### src/rtl/opq_cfg_pkg.sv
// Cluster sizes and widths; tags must stay wider than the queue pointer to remain unique in flight
package opq_cfg_pkg;

    // Queue geometry
    localparam int NUM_ENTRIES = 8;               // Pending-op slots
    localparam int PTR_W       = 3;               // log2(NUM_ENTRIES)
    localparam int CNT_W       = PTR_W + 1;       // Needs to hold NUM_ENTRIES itself
    localparam int TAG_W       = 5;               // 32 tags, wraps freely

    // Datapath
    localparam int DATA_W      = 32;              // Integer stand-in for FP data
    localparam int REG_W       = 5;               // Destination register index

    // Status word bit positions
    localparam int ST_ZERO     = 0;
    localparam int ST_NEG      = 1;
    localparam int ST_OVF      = 2;
    localparam int STATUS_W    = 3;

    typedef logic [DATA_W-1:0]   data_t;          // Operand or result
    typedef logic [TAG_W-1:0]    tag_t;           // Op identifier
    typedef logic [PTR_W-1:0]    ptr_t;           // Head / tail index
    typedef logic [CNT_W-1:0]    cnt_t;           // Occupancy
    typedef logic [REG_W-1:0]    reg_idx_t;       // rd
    typedef logic [STATUS_W-1:0] status_t;        // {ovf, neg, zero}

endpackage : opq_cfg_pkg
### src/rtl/opq_instr_pkg.sv
// Opcodes and inter-block structs; OP_MUL goes to the multiplier, everything else to the ALU pipe
package opq_instr_pkg;

    import opq_cfg_pkg::*;

    // Supported operations
    typedef enum logic [2:0] {
        OP_ADD = 3'd0,
        OP_SUB = 3'd1,
        OP_MIN = 3'd2,   // Signed
        OP_MAX = 3'd3,   // Signed
        OP_MUL = 3'd4    // Unsigned, low word kept
    } op_e;

    // Write-back destination, both share the retire port
    typedef enum logic [0:0] {
        DEST_SCALAR = 1'b0,
        DEST_FP     = 1'b1
    } dest_e;

    // Multiplier FSM
    typedef enum logic [0:0] {
        MUL_IDLE = 1'b0,
        MUL_BUSY = 1'b1
    } mul_state_e;

    // What the outside hands us
    typedef struct packed {
        op_e      op;
        data_t    a;
        data_t    b;
        reg_idx_t rd;
        dest_e    dest;
    } dispatch_t;

    // Queue to execution units
    typedef struct packed {
        op_e   op;
        data_t a;
        data_t b;
        tag_t  tag;
    } issue_t;

    // Execution units back to queue
    typedef struct packed {
        tag_t    tag;
        data_t   data;
        status_t status;
    } result_t;

    // In-order write-back, also the queue entry layout
    typedef struct packed {
        tag_t     tag;
        reg_idx_t rd;
        dest_e    dest;
        data_t    data;
        status_t  status;
    } retire_t;

endpackage : opq_instr_pkg

### src/rtl/op_completion_top.sv
// Completion stage top; latency varies per op, retire_valid_o marks when a result is ready
`timescale 1ns/1ps

module op_completion_top (
    input  logic                     clk_i,
    input  logic                     rstn_i,
    input  logic                     flush_i,
    input  logic                     dispatch_valid_i,
    input  opq_instr_pkg::dispatch_t dispatch_i,
    output logic                     dispatch_ready_o,
    output opq_cfg_pkg::tag_t        dispatch_tag_o,
    output logic                     retire_valid_o,
    output opq_instr_pkg::retire_t   retire_o,
    input  logic                     retire_ready_i
);
    import opq_instr_pkg::*;

    logic    alu_issue_valid;
    logic    mul_issue_valid;
    issue_t  issue;              // Fanned out to both units
    logic    mul_busy;           // Only back-pressure on issue
    logic    alu_result_valid;
    result_t alu_result;
    logic    mul_result_valid;
    result_t mul_result;

    pending_ops_queue u_queue (
        .clk_i              (clk_i),
        .rstn_i             (rstn_i),
        .flush_i            (flush_i),
        .dispatch_valid_i   (dispatch_valid_i),
        .dispatch_i         (dispatch_i),
        .dispatch_ready_o   (dispatch_ready_o),
        .dispatch_tag_o     (dispatch_tag_o),
        .alu_issue_valid_o  (alu_issue_valid),
        .mul_issue_valid_o  (mul_issue_valid),
        .issue_o            (issue),
        .mul_busy_i         (mul_busy),
        .alu_result_valid_i (alu_result_valid),
        .alu_result_i       (alu_result),
        .mul_result_valid_i (mul_result_valid),
        .mul_result_i       (mul_result),
        .retire_valid_o     (retire_valid_o),
        .retire_o           (retire_o),
        .retire_ready_i     (retire_ready_i)
    );

    // Fixed two-cycle unit
    alu_pipe u_alu (
        .clk_i          (clk_i),
        .rstn_i         (rstn_i),
        .flush_i        (flush_i),
        .issue_valid_i  (alu_issue_valid),
        .issue_i        (issue),
        .result_valid_o (alu_result_valid),
        .result_o       (alu_result)
    );

    // Variable latency unit
    iter_mul_unit u_mul (
        .clk_i          (clk_i),
        .rstn_i         (rstn_i),
        .flush_i        (flush_i),
        .issue_valid_i  (mul_issue_valid),
        .issue_i        (issue),
        .busy_o         (mul_busy),
        .result_valid_o (mul_result_valid),
        .result_o       (mul_result)
    );

endmodule : op_completion_top

### src/rtl/pending_ops_queue.sv
// In-order completion queue; results are matched by tag, a result for an unknown tag is ignored
`timescale 1ns/1ps

module pending_ops_queue (
    input  logic                     clk_i,
    input  logic                     rstn_i,
    input  logic                     flush_i,            // Empties queue, tag back to 0
    // Dispatch
    input  logic                     dispatch_valid_i,
    input  opq_instr_pkg::dispatch_t dispatch_i,
    output logic                     dispatch_ready_o,
    output opq_cfg_pkg::tag_t        dispatch_tag_o,     // Tag of next accepted op
    // Issue to units
    output logic                     alu_issue_valid_o,
    output logic                     mul_issue_valid_o,
    output opq_instr_pkg::issue_t    issue_o,            // Shared by both units
    input  logic                     mul_busy_i,
    // Results back
    input  logic                     alu_result_valid_i,
    input  opq_instr_pkg::result_t   alu_result_i,
    input  logic                     mul_result_valid_i,
    input  opq_instr_pkg::result_t   mul_result_i,
    // Retire
    output logic                     retire_valid_o,
    output opq_instr_pkg::retire_t   retire_o,
    input  logic                     retire_ready_i
);
    import opq_cfg_pkg::*;
    import opq_instr_pkg::*;

    // Entry table, retire layout plus a done bit
    retire_t                entry_q [NUM_ENTRIES];
    logic [NUM_ENTRIES-1:0] done_q;

    ptr_t head_q;             // Oldest op
    ptr_t tail_q;             // Next free slot
    cnt_t cnt_q;              // Occupancy
    tag_t tag_q;              // Tag counter
    logic run_q;              // Low until first edge out of reset

    logic                   is_mul;
    logic                   accept;
    logic                   retire_fire;
    logic [NUM_ENTRIES-1:0] alu_hit;
    logic [NUM_ENTRIES-1:0] mul_hit;

    assign is_mul = (dispatch_i.op == OP_MUL);

    // Room left, and multiplier free for a multiply
    assign dispatch_ready_o = run_q && !flush_i && (cnt_q < cnt_t'(NUM_ENTRIES)) &&
                              !(is_mul && mul_busy_i);
    assign accept           = dispatch_valid_i && dispatch_ready_o;
    assign dispatch_tag_o   = tag_q;

    // Route by opcode, same cycle as accept
    assign alu_issue_valid_o = accept && !is_mul;
    assign mul_issue_valid_o = accept && is_mul;
    assign issue_o = '{op: dispatch_i.op, a: dispatch_i.a, b: dispatch_i.b, tag: tag_q};

    // Head can leave only once its result is in
    assign retire_valid_o = (cnt_q != '0) && done_q[head_q];
    assign retire_o       = entry_q[head_q];
    assign retire_fire    = retire_valid_o && retire_ready_i;

    // Tag search, in-flight tags are unique
    always_comb begin
        for (int j = 0; j < NUM_ENTRIES; j++) begin
            alu_hit[j] = alu_result_valid_i && (entry_q[j].tag == alu_result_i.tag);
            mul_hit[j] = mul_result_valid_i && (entry_q[j].tag == mul_result_i.tag);
        end
    end

    // Pointers, count, tag and done bits
    always_ff @(posedge clk_i or negedge rstn_i) begin
        if (!rstn_i) begin
            head_q <= '0;
            tail_q <= '0;
            cnt_q  <= '0;
            tag_q  <= '0;
            done_q <= '0;
            run_q  <= 1'b0;
        end else begin
            run_q <= 1'b1;
            if (flush_i) begin
                head_q <= '0;
                tail_q <= '0;
                cnt_q  <= '0;
                tag_q  <= '0;             // Numbering restarts
                done_q <= '0;
            end else begin
                head_q <= head_q + ptr_t'(retire_fire);
                tail_q <= tail_q + ptr_t'(accept);   // Wraps at NUM_ENTRIES
                cnt_q  <= cnt_q + cnt_t'(accept) - cnt_t'(retire_fire);
                tag_q  <= tag_q + tag_t'(accept);
                if (accept) done_q[tail_q] <= 1'b0;
                for (int j = 0; j < NUM_ENTRIES; j++) begin
                    if (alu_hit[j] || mul_hit[j]) done_q[j] <= 1'b1;
                end
            end
        end
    end

    // Entry payload
    always_ff @(posedge clk_i) begin
        if (accept) begin
            entry_q[tail_q].tag  <= tag_q;
            entry_q[tail_q].rd   <= dispatch_i.rd;
            entry_q[tail_q].dest <= dispatch_i.dest;
        end
        for (int j = 0; j < NUM_ENTRIES; j++) begin
            // Both units may land in the same cycle, on different entries
            if (alu_hit[j]) begin
                entry_q[j].data   <= alu_result_i.data;
                entry_q[j].status <= alu_result_i.status;
            end
            if (mul_hit[j]) begin
                entry_q[j].data   <= mul_result_i.data;
                entry_q[j].status <= mul_result_i.status;
            end
        end
    end

endmodule : pending_ops_queue

### src/rtl/iter_mul_unit.sv
// Iterative unsigned multiplier, one op at a time; caller must hold off issue while busy_o is high
`timescale 1ns/1ps

module iter_mul_unit (
    input  logic                   clk_i,
    input  logic                   rstn_i,
    input  logic                   flush_i,          // Aborts a running op
    input  logic                   issue_valid_i,
    input  opq_instr_pkg::issue_t  issue_i,
    output logic                   busy_o,
    output logic                   result_valid_o,   // One-cycle pulse
    output opq_instr_pkg::result_t result_o
);
    import opq_cfg_pkg::*;
    import opq_instr_pkg::*;

    mul_state_e              state_q;
    logic [2*DATA_W-1:0]     acc_q;       // Partial product
    logic [2*DATA_W-1:0]     mcand_q;     // Shifted multiplicand
    data_t                   mplier_q;    // Remaining multiplier bits
    tag_t                    tag_q;

    // Current step operands, taken from the issue port on the first bit
    logic                    step_en;
    logic                    first;
    logic [2*DATA_W-1:0]     cur_acc;
    logic [2*DATA_W-1:0]     cur_mcand;
    data_t                   cur_mplier;
    logic [2*DATA_W-1:0]     nxt_acc;
    logic                    last;
    status_t                 stat;

    assign busy_o  = (state_q == MUL_BUSY);
    assign first   = (state_q == MUL_IDLE);
    assign step_en = (first && issue_valid_i) || busy_o;

    always_comb begin
        cur_acc    = first ? '0                   : acc_q;
        cur_mcand  = first ? {{DATA_W{1'b0}}, issue_i.a} : mcand_q;
        cur_mplier = first ? issue_i.b            : mplier_q;
        nxt_acc    = cur_acc + (cur_mplier[0] ? cur_mcand : '0);  // Add if bit set
        last       = (cur_mplier[DATA_W-1:1] == '0);              // Early exit
        stat          = '0;
        stat[ST_ZERO] = (nxt_acc[DATA_W-1:0] == '0);
        stat[ST_NEG]  = nxt_acc[DATA_W-1];
        stat[ST_OVF]  = (nxt_acc[2*DATA_W-1:DATA_W] != '0);       // High word lost
    end

    // FSM and result pulse
    always_ff @(posedge clk_i or negedge rstn_i) begin
        if (!rstn_i) begin
            state_q        <= MUL_IDLE;
            result_valid_o <= 1'b0;
        end else if (flush_i) begin
            state_q        <= MUL_IDLE;
            result_valid_o <= 1'b0;
        end else begin
            result_valid_o <= step_en && last;
            if (step_en) state_q <= last ? MUL_IDLE : MUL_BUSY;
        end
    end

    // Datapath, one multiplier bit per cycle, LSB first
    always_ff @(posedge clk_i) begin
        if (step_en) begin
            acc_q    <= nxt_acc;
            mcand_q  <= cur_mcand << 1;
            mplier_q <= cur_mplier >> 1;
        end
        if (first && issue_valid_i) tag_q <= issue_i.tag;
        if (step_en && last) begin
            result_o.tag    <= first ? issue_i.tag : tag_q;
            result_o.data   <= nxt_acc[DATA_W-1:0];
            result_o.status <= stat;
        end
    end

endmodule : iter_mul_unit

### src/rtl/alu_pipe.sv
// Two-stage ALU, accepts one op per cycle with no stall; OP_MUL must never be issued here
`timescale 1ns/1ps

module alu_pipe (
    input  logic                   clk_i,
    input  logic                   rstn_i,
    input  logic                   flush_i,          // Drops both stages
    input  logic                   issue_valid_i,
    input  opq_instr_pkg::issue_t  issue_i,
    output logic                   result_valid_o,   // One-cycle pulse
    output opq_instr_pkg::result_t result_o
);
    import opq_cfg_pkg::*;
    import opq_instr_pkg::*;

    // Stage one registers
    logic    s1_valid_q;
    op_e     s1_op_q;
    data_t   s1_a_q;
    data_t   s1_b_q;
    tag_t    s1_tag_q;

    // Stage two combinational results
    data_t   sum;
    data_t   diff;
    data_t   res;
    logic    a_lt_b;
    logic    ovf;
    status_t stat;

    assign sum    = s1_a_q + s1_b_q;
    assign diff   = s1_a_q - s1_b_q;
    assign a_lt_b = $signed(s1_a_q) < $signed(s1_b_q);

    always_comb begin
        ovf = 1'b0;
        unique case (s1_op_q)
            OP_ADD: begin
                res = sum;
                // Same-sign inputs, sign flipped
                ovf = (s1_a_q[DATA_W-1] == s1_b_q[DATA_W-1]) &&
                      (sum[DATA_W-1] != s1_a_q[DATA_W-1]);
            end
            OP_SUB: begin
                res = diff;
                ovf = (s1_a_q[DATA_W-1] != s1_b_q[DATA_W-1]) &&
                      (diff[DATA_W-1] != s1_a_q[DATA_W-1]);
            end
            OP_MIN:  res = a_lt_b ? s1_a_q : s1_b_q;
            OP_MAX:  res = a_lt_b ? s1_b_q : s1_a_q;
            default: res = '0;                              // Multiply not routed here
        endcase
        stat          = '0;
        stat[ST_ZERO] = (res == '0);
        stat[ST_NEG]  = res[DATA_W-1];
        stat[ST_OVF]  = ovf;
    end

    // Stage valids
    always_ff @(posedge clk_i or negedge rstn_i) begin
        if (!rstn_i) begin
            s1_valid_q     <= 1'b0;
            result_valid_o <= 1'b0;
        end else if (flush_i) begin
            s1_valid_q     <= 1'b0;   // Kill anything in flight
            result_valid_o <= 1'b0;
        end else begin
            s1_valid_q     <= issue_valid_i;
            result_valid_o <= s1_valid_q;
        end
    end

    // Payload
    always_ff @(posedge clk_i) begin
        if (issue_valid_i) begin
            s1_op_q  <= issue_i.op;
            s1_a_q   <= issue_i.a;
            s1_b_q   <= issue_i.b;
            s1_tag_q <= issue_i.tag;
        end
        if (s1_valid_q) result_o <= '{tag: s1_tag_q, data: res, status: stat};
    end

endmodule : alu_pipe

### config.mk
export PLATFORM = sky130hd
export DESIGN_NAME = op_completion_top
export DESIGN_NICKNAME = d
export VERILOG_FILES = /design/src/rtl/opq_cfg_pkg.sv /design/src/rtl/opq_instr_pkg.sv /design/src/rtl/op_completion_top.sv /design/src/rtl/pending_ops_queue.sv /design/src/rtl/iter_mul_unit.sv /design/src/rtl/alu_pipe.sv
export SDC_FILE = /design/constraint.sdc
export NUM_CORES = 1
export LEC_CHECK = 0
export BUFFER_PORTS_ARGS = -buffer_cell sky130_fd_sc_hd__buf_2
export CORE_MARGIN = 2
export CORE_UTILIZATION = 45
export CTS_BUF_LIST = sky130_fd_sc_hd__clkbuf_4
export DETAILED_ROUTE_END_ITERATION = 8
export PLACE_DENSITY = 0.6
export SYNTH_ARGS = -nofsm -noshare
export SYNTH_HDL_FRONTEND = slang
export SYNTH_HIERARCHICAL = 1
export SYNTH_SLANG_ARGS = --single-unit
### constraint.sdc
create_clock -name clk_i -period 16.1 [get_ports clk_i]
set_input_delay 3.22 -clock clk_i [delete_from_list [all_inputs] [get_ports clk_i]]
set_output_delay 3.22 -clock clk_i [all_outputs]
set_load 0.05 [all_outputs]
==> impl_results.md, run 1 <==
- Worst-margin pin slew: 1280 ps
- Synthesized cell area: 40300 µm²
- TritonCTS Buffers: between 150 and 200
- DR vias/cell: 5.94
- Reg area: roughly 21000 µm²
- Multi-input gate area: 17500 µm²
- Placement Rows: 109
- Crit path max fanout: 42
- Crit path DAT: approximately 4600 ps
- Setup Skew: approximately 73 ps
- GRT Residual Overflow: 0
- Synth Warn #: 6
- Initial antenna violation count: 24
- Net switching power figure: 935 µW
- Fillers: 7802
- Num Clock Sinks: roughly 700
- Post-cts gate resize count: 0
- First-pass GRT wire length: 171000 µm
- Worst setup SP type: flip-flop
- Largest area contributor in the netlist: edfxtp_1
- Kind of critical path: reg -> out
- Ys flop type: edfxtp_1
- RSZ-0062 raised after global routing: no
- Slew HR: 0.148
- CP Data Required Time: 12880 ps
- Hold_buf cts: 0
- Die Y: 303 µm
- Sw Ratio: 0.243
- Sequential share of power: 0.533
- Max_cap viols: 0
- Ys async rst share: 0.0395
- Clock latency at the later pin of the worst-skew pair: 1080 ps
- Clock power frac: 0.399
- RD Place Congestion: approximately 0.9
- I/O Buffers: 130
- Commonest non-fill, non-tap cell in the layout: edfxtp_1
- Setup TNS: 0 ps
- Top Ports: 131
- Share of cells above drive strength 1: 0.307
- Post-Syn Instances: 3062
- Initial cell density of the core: 0.455
- H-tree Lvls: 4
- Status: finished clean
- Initial DRC count: 2296
- DP Wirelength: 76500 µm
- Post-CTS setup buffers: 0
- Post-DRT Antenna Nets: 0
- Sequential element share of the synthesized area: 0.524
- Hold slack: 418 ps
- Commonest non-fill, non-tap cells in the layout: edfxtp_1, mux2_2, clkbuf_4
- Die area: 92000 µm²
- Combinational share of power: 0.068
- WL final: 114000 µm
- IR drop worst, VDD: 0.0504 mV
- Post-synth EDFFs: 681
- Yosys reg bits: 709
- Layout area overhead: 8.41%
- P per Cell Area: 88.1 nW/µm²
- Core ar.: 88600 µm²
- DRC: 0
- Slew Limit Fails: 0
- Worst setup EP type: primary output
- Clock slew at reported path FFs: 60 ps
- Final setup vio count: 0
- Synth unique cells: 99
- Tot GR Track Use: 0.249
- Largest net degree at the start of global routing: roughly 110
- Final nets: approximately 3400
- Longest Clk Path Bufs: 3
- Hold Crit Class: reg -> reg
- Avg Cell Area, Syn: 13.2 µm²
- Tcrit/Tclk final: 0.485
- CTS tree: built
- Leak pwr: roughly 16 nW
- Drt first pass iters: 5
- Clk root buf: clkbuf_4
- DR vias: 26600
- Number of global-route vias before repair: 27500
- Synth area leaders: edfxtp_1, mux2_2, mux4_2, ha_1, xor2_1
- Net Count, Synth: 3281
- Chip Width: roughly 300 µm
- Synth top area share: 0.507
- Min cycle time layout: 7800 ps
- WL/cell: roughly 25 µm
- Int Pwr: 2.92 mW
- Fin. Hold Viols: 0
- Peak Freq: approximately 130 MHz
==> power groups by stage <==
| stage | Clock (mW) | Sequential [mW] | Combinational [mW] |
|---|---|---|---|
| after floorplan | 0 | 2.08 | 0.182 |
| after global placement | 0 | 2.09 | 0.254 |
| after detailed placement | 0 | 2.09 | 0.257 |
| after CTS | 1.59 | 2.05 | 0.258 |
| after global routing | 1.68 | 2.05 | 0.281 |
| final | 1.54 | 2.05 | 0.261 |
==> critical path, cell delays in order (launching register included) <==
cell     delay (ps)
dfrtp_4         760
buf_4           660
buf_4           860
mux4_2          620
mux2_2          320
buf_2           230
==> layout make-up <==
| cell class | count | share of cell area |
|---|---|---|
| flip-flops and latches | 709 | 0.484 |
| multi-input cells | 2031 | 0.400 |
| clock buffers | 272 | 0.0467 |
| well taps | 1165 | 0.0333 |
| repair buffers | 175 | 0.0226 |
| inverters | 79 | 0.00690 |
| clock inverters | 45 | 0.00595 |
| diodes | 6 | 0.000343 |
==> kinds of logic (layout without fill, tap and decap cells) <==
family,count (synthesis),count (layout),synth area share
flip-flops,709,709,0.524
buffers and inverters,322,571,0.0436
multiplexers,518,518,0.171
XOR/XNOR,179,179,0.0391
adder cells (fa/ha/maj),141,141,0.0445
AO/OA/AOI/OAI,501,501,0.0808
AND/OR/NAND/NOR,691,691,0.0967
other,1,7,0.0000930
==> per-stage QoR <==
step | utilization | setup slack, ps | cells | instance area [µm²] | total power [mW]
final | 0.493 | 8300 | 4482 | 43700 | 3.85
after CTS | 0.493 | 8080 | 4476 | 43700 | 3.90
after floorplan | - | 7780 | 3062 | 40300 | 2.27
after detailed placement | 0.467 | 8360 | 4159 | 41400 | 2.35
after global routing | 0.493 | 7930 | 4480 | 43700 | 4.01
after global placement | 0.467 | 8400 | 4159 | 41400 | 2.35
==> sequential cells by signal, summed over array words and instances (netlist names), 4 cells and up <==
| signal | cells |
|---|---|
| u_queue/entry_q | 368 |
| u_mul/acc_q | 64 |
| u_mul/mcand_q | 63 |
| u_alu/result_o | 39 |
| u_mul/result_o | 39 |
| u_alu/s1_a_q | 32 |
| u_alu/s1_b_q | 32 |
| u_mul/mplier_q | 31 |
| u_queue/done_q | 8 |
| u_alu/s1_tag_q | 5 |
| u_mul/tag_q | 5 |
| u_queue/dispatch_tag_o | 5 |
| u_queue/cnt_q | 4 |
==> layer usage <==
layer / vias up / global-route usage / routed length (µm)
li1: 12000 / - / -
met1: 13400 / 0.335 / 49100
met2: 999 / 0.401 / 53300
met3: 228 / 0.0535 / 8180
met4: 20 / 0.0880 / 3190
met5: - / 0 / 126
==> cell usage after synthesis, drive strengths merged (4+ instances only) <==
library cell  instances
xor2                 96
o31a                  9
buf                 144
o211ai               17
nand3                31
nor2                108
a211oi               24
a21o                 47
nor2b                64
a21oi               158
fa                    4
clkbuf               99
nor3                 47
a2111oi               5
or2                  15
o21ai               102
inv                  79
mux4                 94
and3                 43
and2                 98
nand2b               19
or3                  15
nor4                 43
ha                  137
nor4b                 7
mux2                393
edfxtp              681
a221oi                5
nor3b                 6
or4                  12
and4                  5
mux2i                31
a31oi                19
o22ai                24
o31ai                16
a21boi                5
o21bai               16
nand4                47
o21a                  8
dfrtp                28
xnor2                83
nand2               122
a31o                  5
==> final timing paths <==
check / cells past startpoint / slack [ps] / from / end
min reg2reg: 0 / 420 / u_alu/s1_tag_q[0] / u_alu/result_o[35]
min: 0 / 420 / u_alu/s1_tag_q[0] / u_alu/result_o[35]
max: 5 / 8300 / u_queue/head_q[0] / retire_o[26]
max reg2reg: 14 / 10190 / u_alu/s1_a_q[13] / u_alu/result_o[0]
max in group asynchronous: 1 / 13360 / rstn_i / u_mul/busy_o
min in group asynchronous: 1 / 2200 / rstn_i / u_queue/head_q[2]
No activity file was read; power rests on OpenSTA's default activity.
==> inputs of run 2 (changes only) <==
Clock period 16.1 ns to 7.2 ns, I/O delays scaled along.
==> impl_results.md, run 2 (synthesis gave the netlist of run 1 again) <==
- Worst setup SP type: flip-flop
- Slew Limit Fails: 0 (unchanged)
- GRT Residual Overflow: 0 (unchanged)
- Hold_buf cts: 0 (unchanged)
- Status: finished clean
- Commonest non-fill, non-tap cell in the layout: edfxtp_1
- Setup Skew: 102 ps (+29.5 ps)
- Crit path DAT: 6620 ps (+2040 ps)
- Placement Rows: 109 (unchanged)
- Die area: 92000 µm² (unchanged)
- Commonest non-fill, non-tap cells in the layout: edfxtp_1, mux2_2, clkbuf_4
- Peak Freq: roughly 170 MHz
- Min cycle time layout: 5800 ps
- Dpl ws: 920 ps (-7440 ps)
- Hold Crit Class: in -> async
- WL final: 114000 µm (-0.19%)
- IR drop worst, VDD: 0.147 mV (+190%)
- Die Y: 303 µm (unchanged)
- Placed insts: 4166 (+0.17%)
- DRC: 0 (unchanged)
- Final nets: 3409 (+0.38%)
- DR vias/cell: 5.89 (-0.95%)
- Clock slew at reported path FFs: 70 ps (about the same)
- Final non-filler cell total: 4501 (+0.42%)
- DR vias: 26500 (-0.53%)
- DP Wirelength: 76900 µm (+0.48%)
- Leak pwr: 16.0 nW (+0.45%)
- Layout area overhead: 8.70%
- R2R cell count: 15 (+1)
- Drt first pass iters: 6 (+1)
- Kind of critical path: reg -> reg
- Share of cells above drive strength 1: 0.309 (+0.00225)
- Post-DRT Antenna Nets: 0 (unchanged)
- Initial antenna violation count: 32 (+33%)
- Initial cell density of the core: 0.455 (unchanged)
- Max FFs per register: 368 (unchanged)
- Pwr Total: 8.69 mW (+130%)
- Longest Clk Path Bufs: 3 (unchanged)
- Worst setup EP type: flip-flop
- Top Ports: 131 (unchanged)
- Crit path max fanout: 12 (-71%)
- Clock latency at the later pin of the worst-skew pair: 1110 ps (+30 ps)
- P per Cell Area: 198 nW/µm² (+120%)
- First-pass GRT wire length: 169000 µm (-0.99%)
- WL/cell: 25.2 µm (-0.61%)
- Post-CTS setup buffers: 0 (unchanged)
- Worst-margin pin slew: 1360 ps (+83.0 ps)
- Number of global-route vias before repair: 27000 (-1.6%)
- CP Data Required Time: 8030 ps (-4850 ps)
- CTS tree: built
- Slew HR: 0.0876 (-0.0608)
- Fin. Hold Viols: 0 (unchanged)
- TritonCTS Buffers: 187 (+3.3%)
- Largest registers: u_queue/entry_q x368, u_mul/acc_q x64, u_mul/mcand_q x63
- Max_cap viols: 0 (unchanged)
- Num Clock Sinks: 709 (unchanged)
- RD Place Congestion: 0.908 (-2.0%)
- Final worst slack: 1400 ps (-6890 ps)
- Tot GR Track Use: 0.248 (-0.00103)
- Tcrit/Tclk final: 0.805
- H-tree Lvls: 4 (unchanged)
- Setup TNS: 0 ps (unchanged)
- Post-cts gate resize count: 0 (unchanged)
- Final core utilization: 0.495 (+0.00134)
- RSZ-0062 raised after global routing: no
- Clk root buf: clkbuf_4
- Core ar.: 88600 µm² (unchanged)
- Initial DRC count: 2312 (+0.70%)
- Largest net degree at the start of global routing: 81 (-28%)
- I/O Buffers: 130 (unchanged)
- Largest Register: u_queue/entry_q
- Final setup vio count: 0 (unchanged)
- Fillers: 7881 (+1.0%)
- Chip Width: 303 µm (unchanged)
run 2: cell types whose count changed in the layout (fill, tap and decap cells not counted), moves of 2 or more:
cell	previous run	this run
clkinv_2	1	11
buf_4	45	52
clkinv_4	7	4
inv_6	6	8
clkbuf_4	272	266
clkinv_1	30	35
run 2: layer usage:
| metal | track usage | up-vias | part of all wire |
|---|---|---|---|
| met3 | 0.0530 | 204 | 0.071 |
| met5 | 0 | - | 0.0012 |
| met1 | 0.328 | 13300 | 0.42 |
| li1 | - | 12000 | - |
| met4 | 0.0843 | 20 | 0.026 |
| met2 | 0.407 | 975 | 0.48 |
run 2: stage by stage:
stage	hold WS [ps]	instance area, µm²
global placement	402	41500
detailed placement	405	41500
finish	403	43800
CTS	303	43800
floorplan	400	40300
global route	379	43800
run 2: worst paths after layout:
check	slack (ps)	to	startpoint
setup / recovery	1400	u_alu/result_o[0]	u_alu/s1_b_q[0]
hold / removal	400	u_queue/done_q[0]	rstn_i
setup reg to reg	1400	u_alu/result_o[0]	u_alu/s1_b_q[0]
hold reg to reg	420	u_alu/result_o[37]	u_alu/s1_tag_q[2]
max in group asynchronous	6250	u_mul/busy_o	rstn_i
min in group clk_i	420	u_alu/result_o[37]	u_alu/s1_tag_q[2]
run 2: worst max-delay path: stages, from the launching register on:
cell	delay (ps)
edfxtp_1	510
ha_1	270
fa_1	400
nand2b_1	190
a21oi_1	380
o21a_1	290
o21ai_1	180
a21oi_2	430
nor2_2	230
xnor2_4	610
buf_4	340
mux2i_1	200
a211oi_1	210
or4_1	580
nor3_1	190
nor4b_2	510
run 2: layout make-up:
| type | instances | area [µm²] | share of cell area |
|---|---|---|---|
| Clock buffer | 266 | 2000 | 0.0455 |
| Sequential cell | 709 | 21200 | 0.483 |
| Tap cell | 1165 | 1460 | 0.0332 |
| Multi-Input combinational cell | 2031 | 17500 | 0.399 |
| Timing Repair Buffer | 182 | 1040 | 0.0237 |
| Antenna cell | 7 | 17.5 | 0.000400 |
| Clock inverter | 62 | 369 | 0.00842 |
| Inverter | 79 | 302 | 0.00688 |
run 2: power breakdown:
group	internal (mW)	switching, mW	leakage [nW]
clock	1.79	1.72	1.40
combinational	0.215	0.372	8.05
sequential	4.55	0.0450	6.59
total	6.55	2.14	16.0
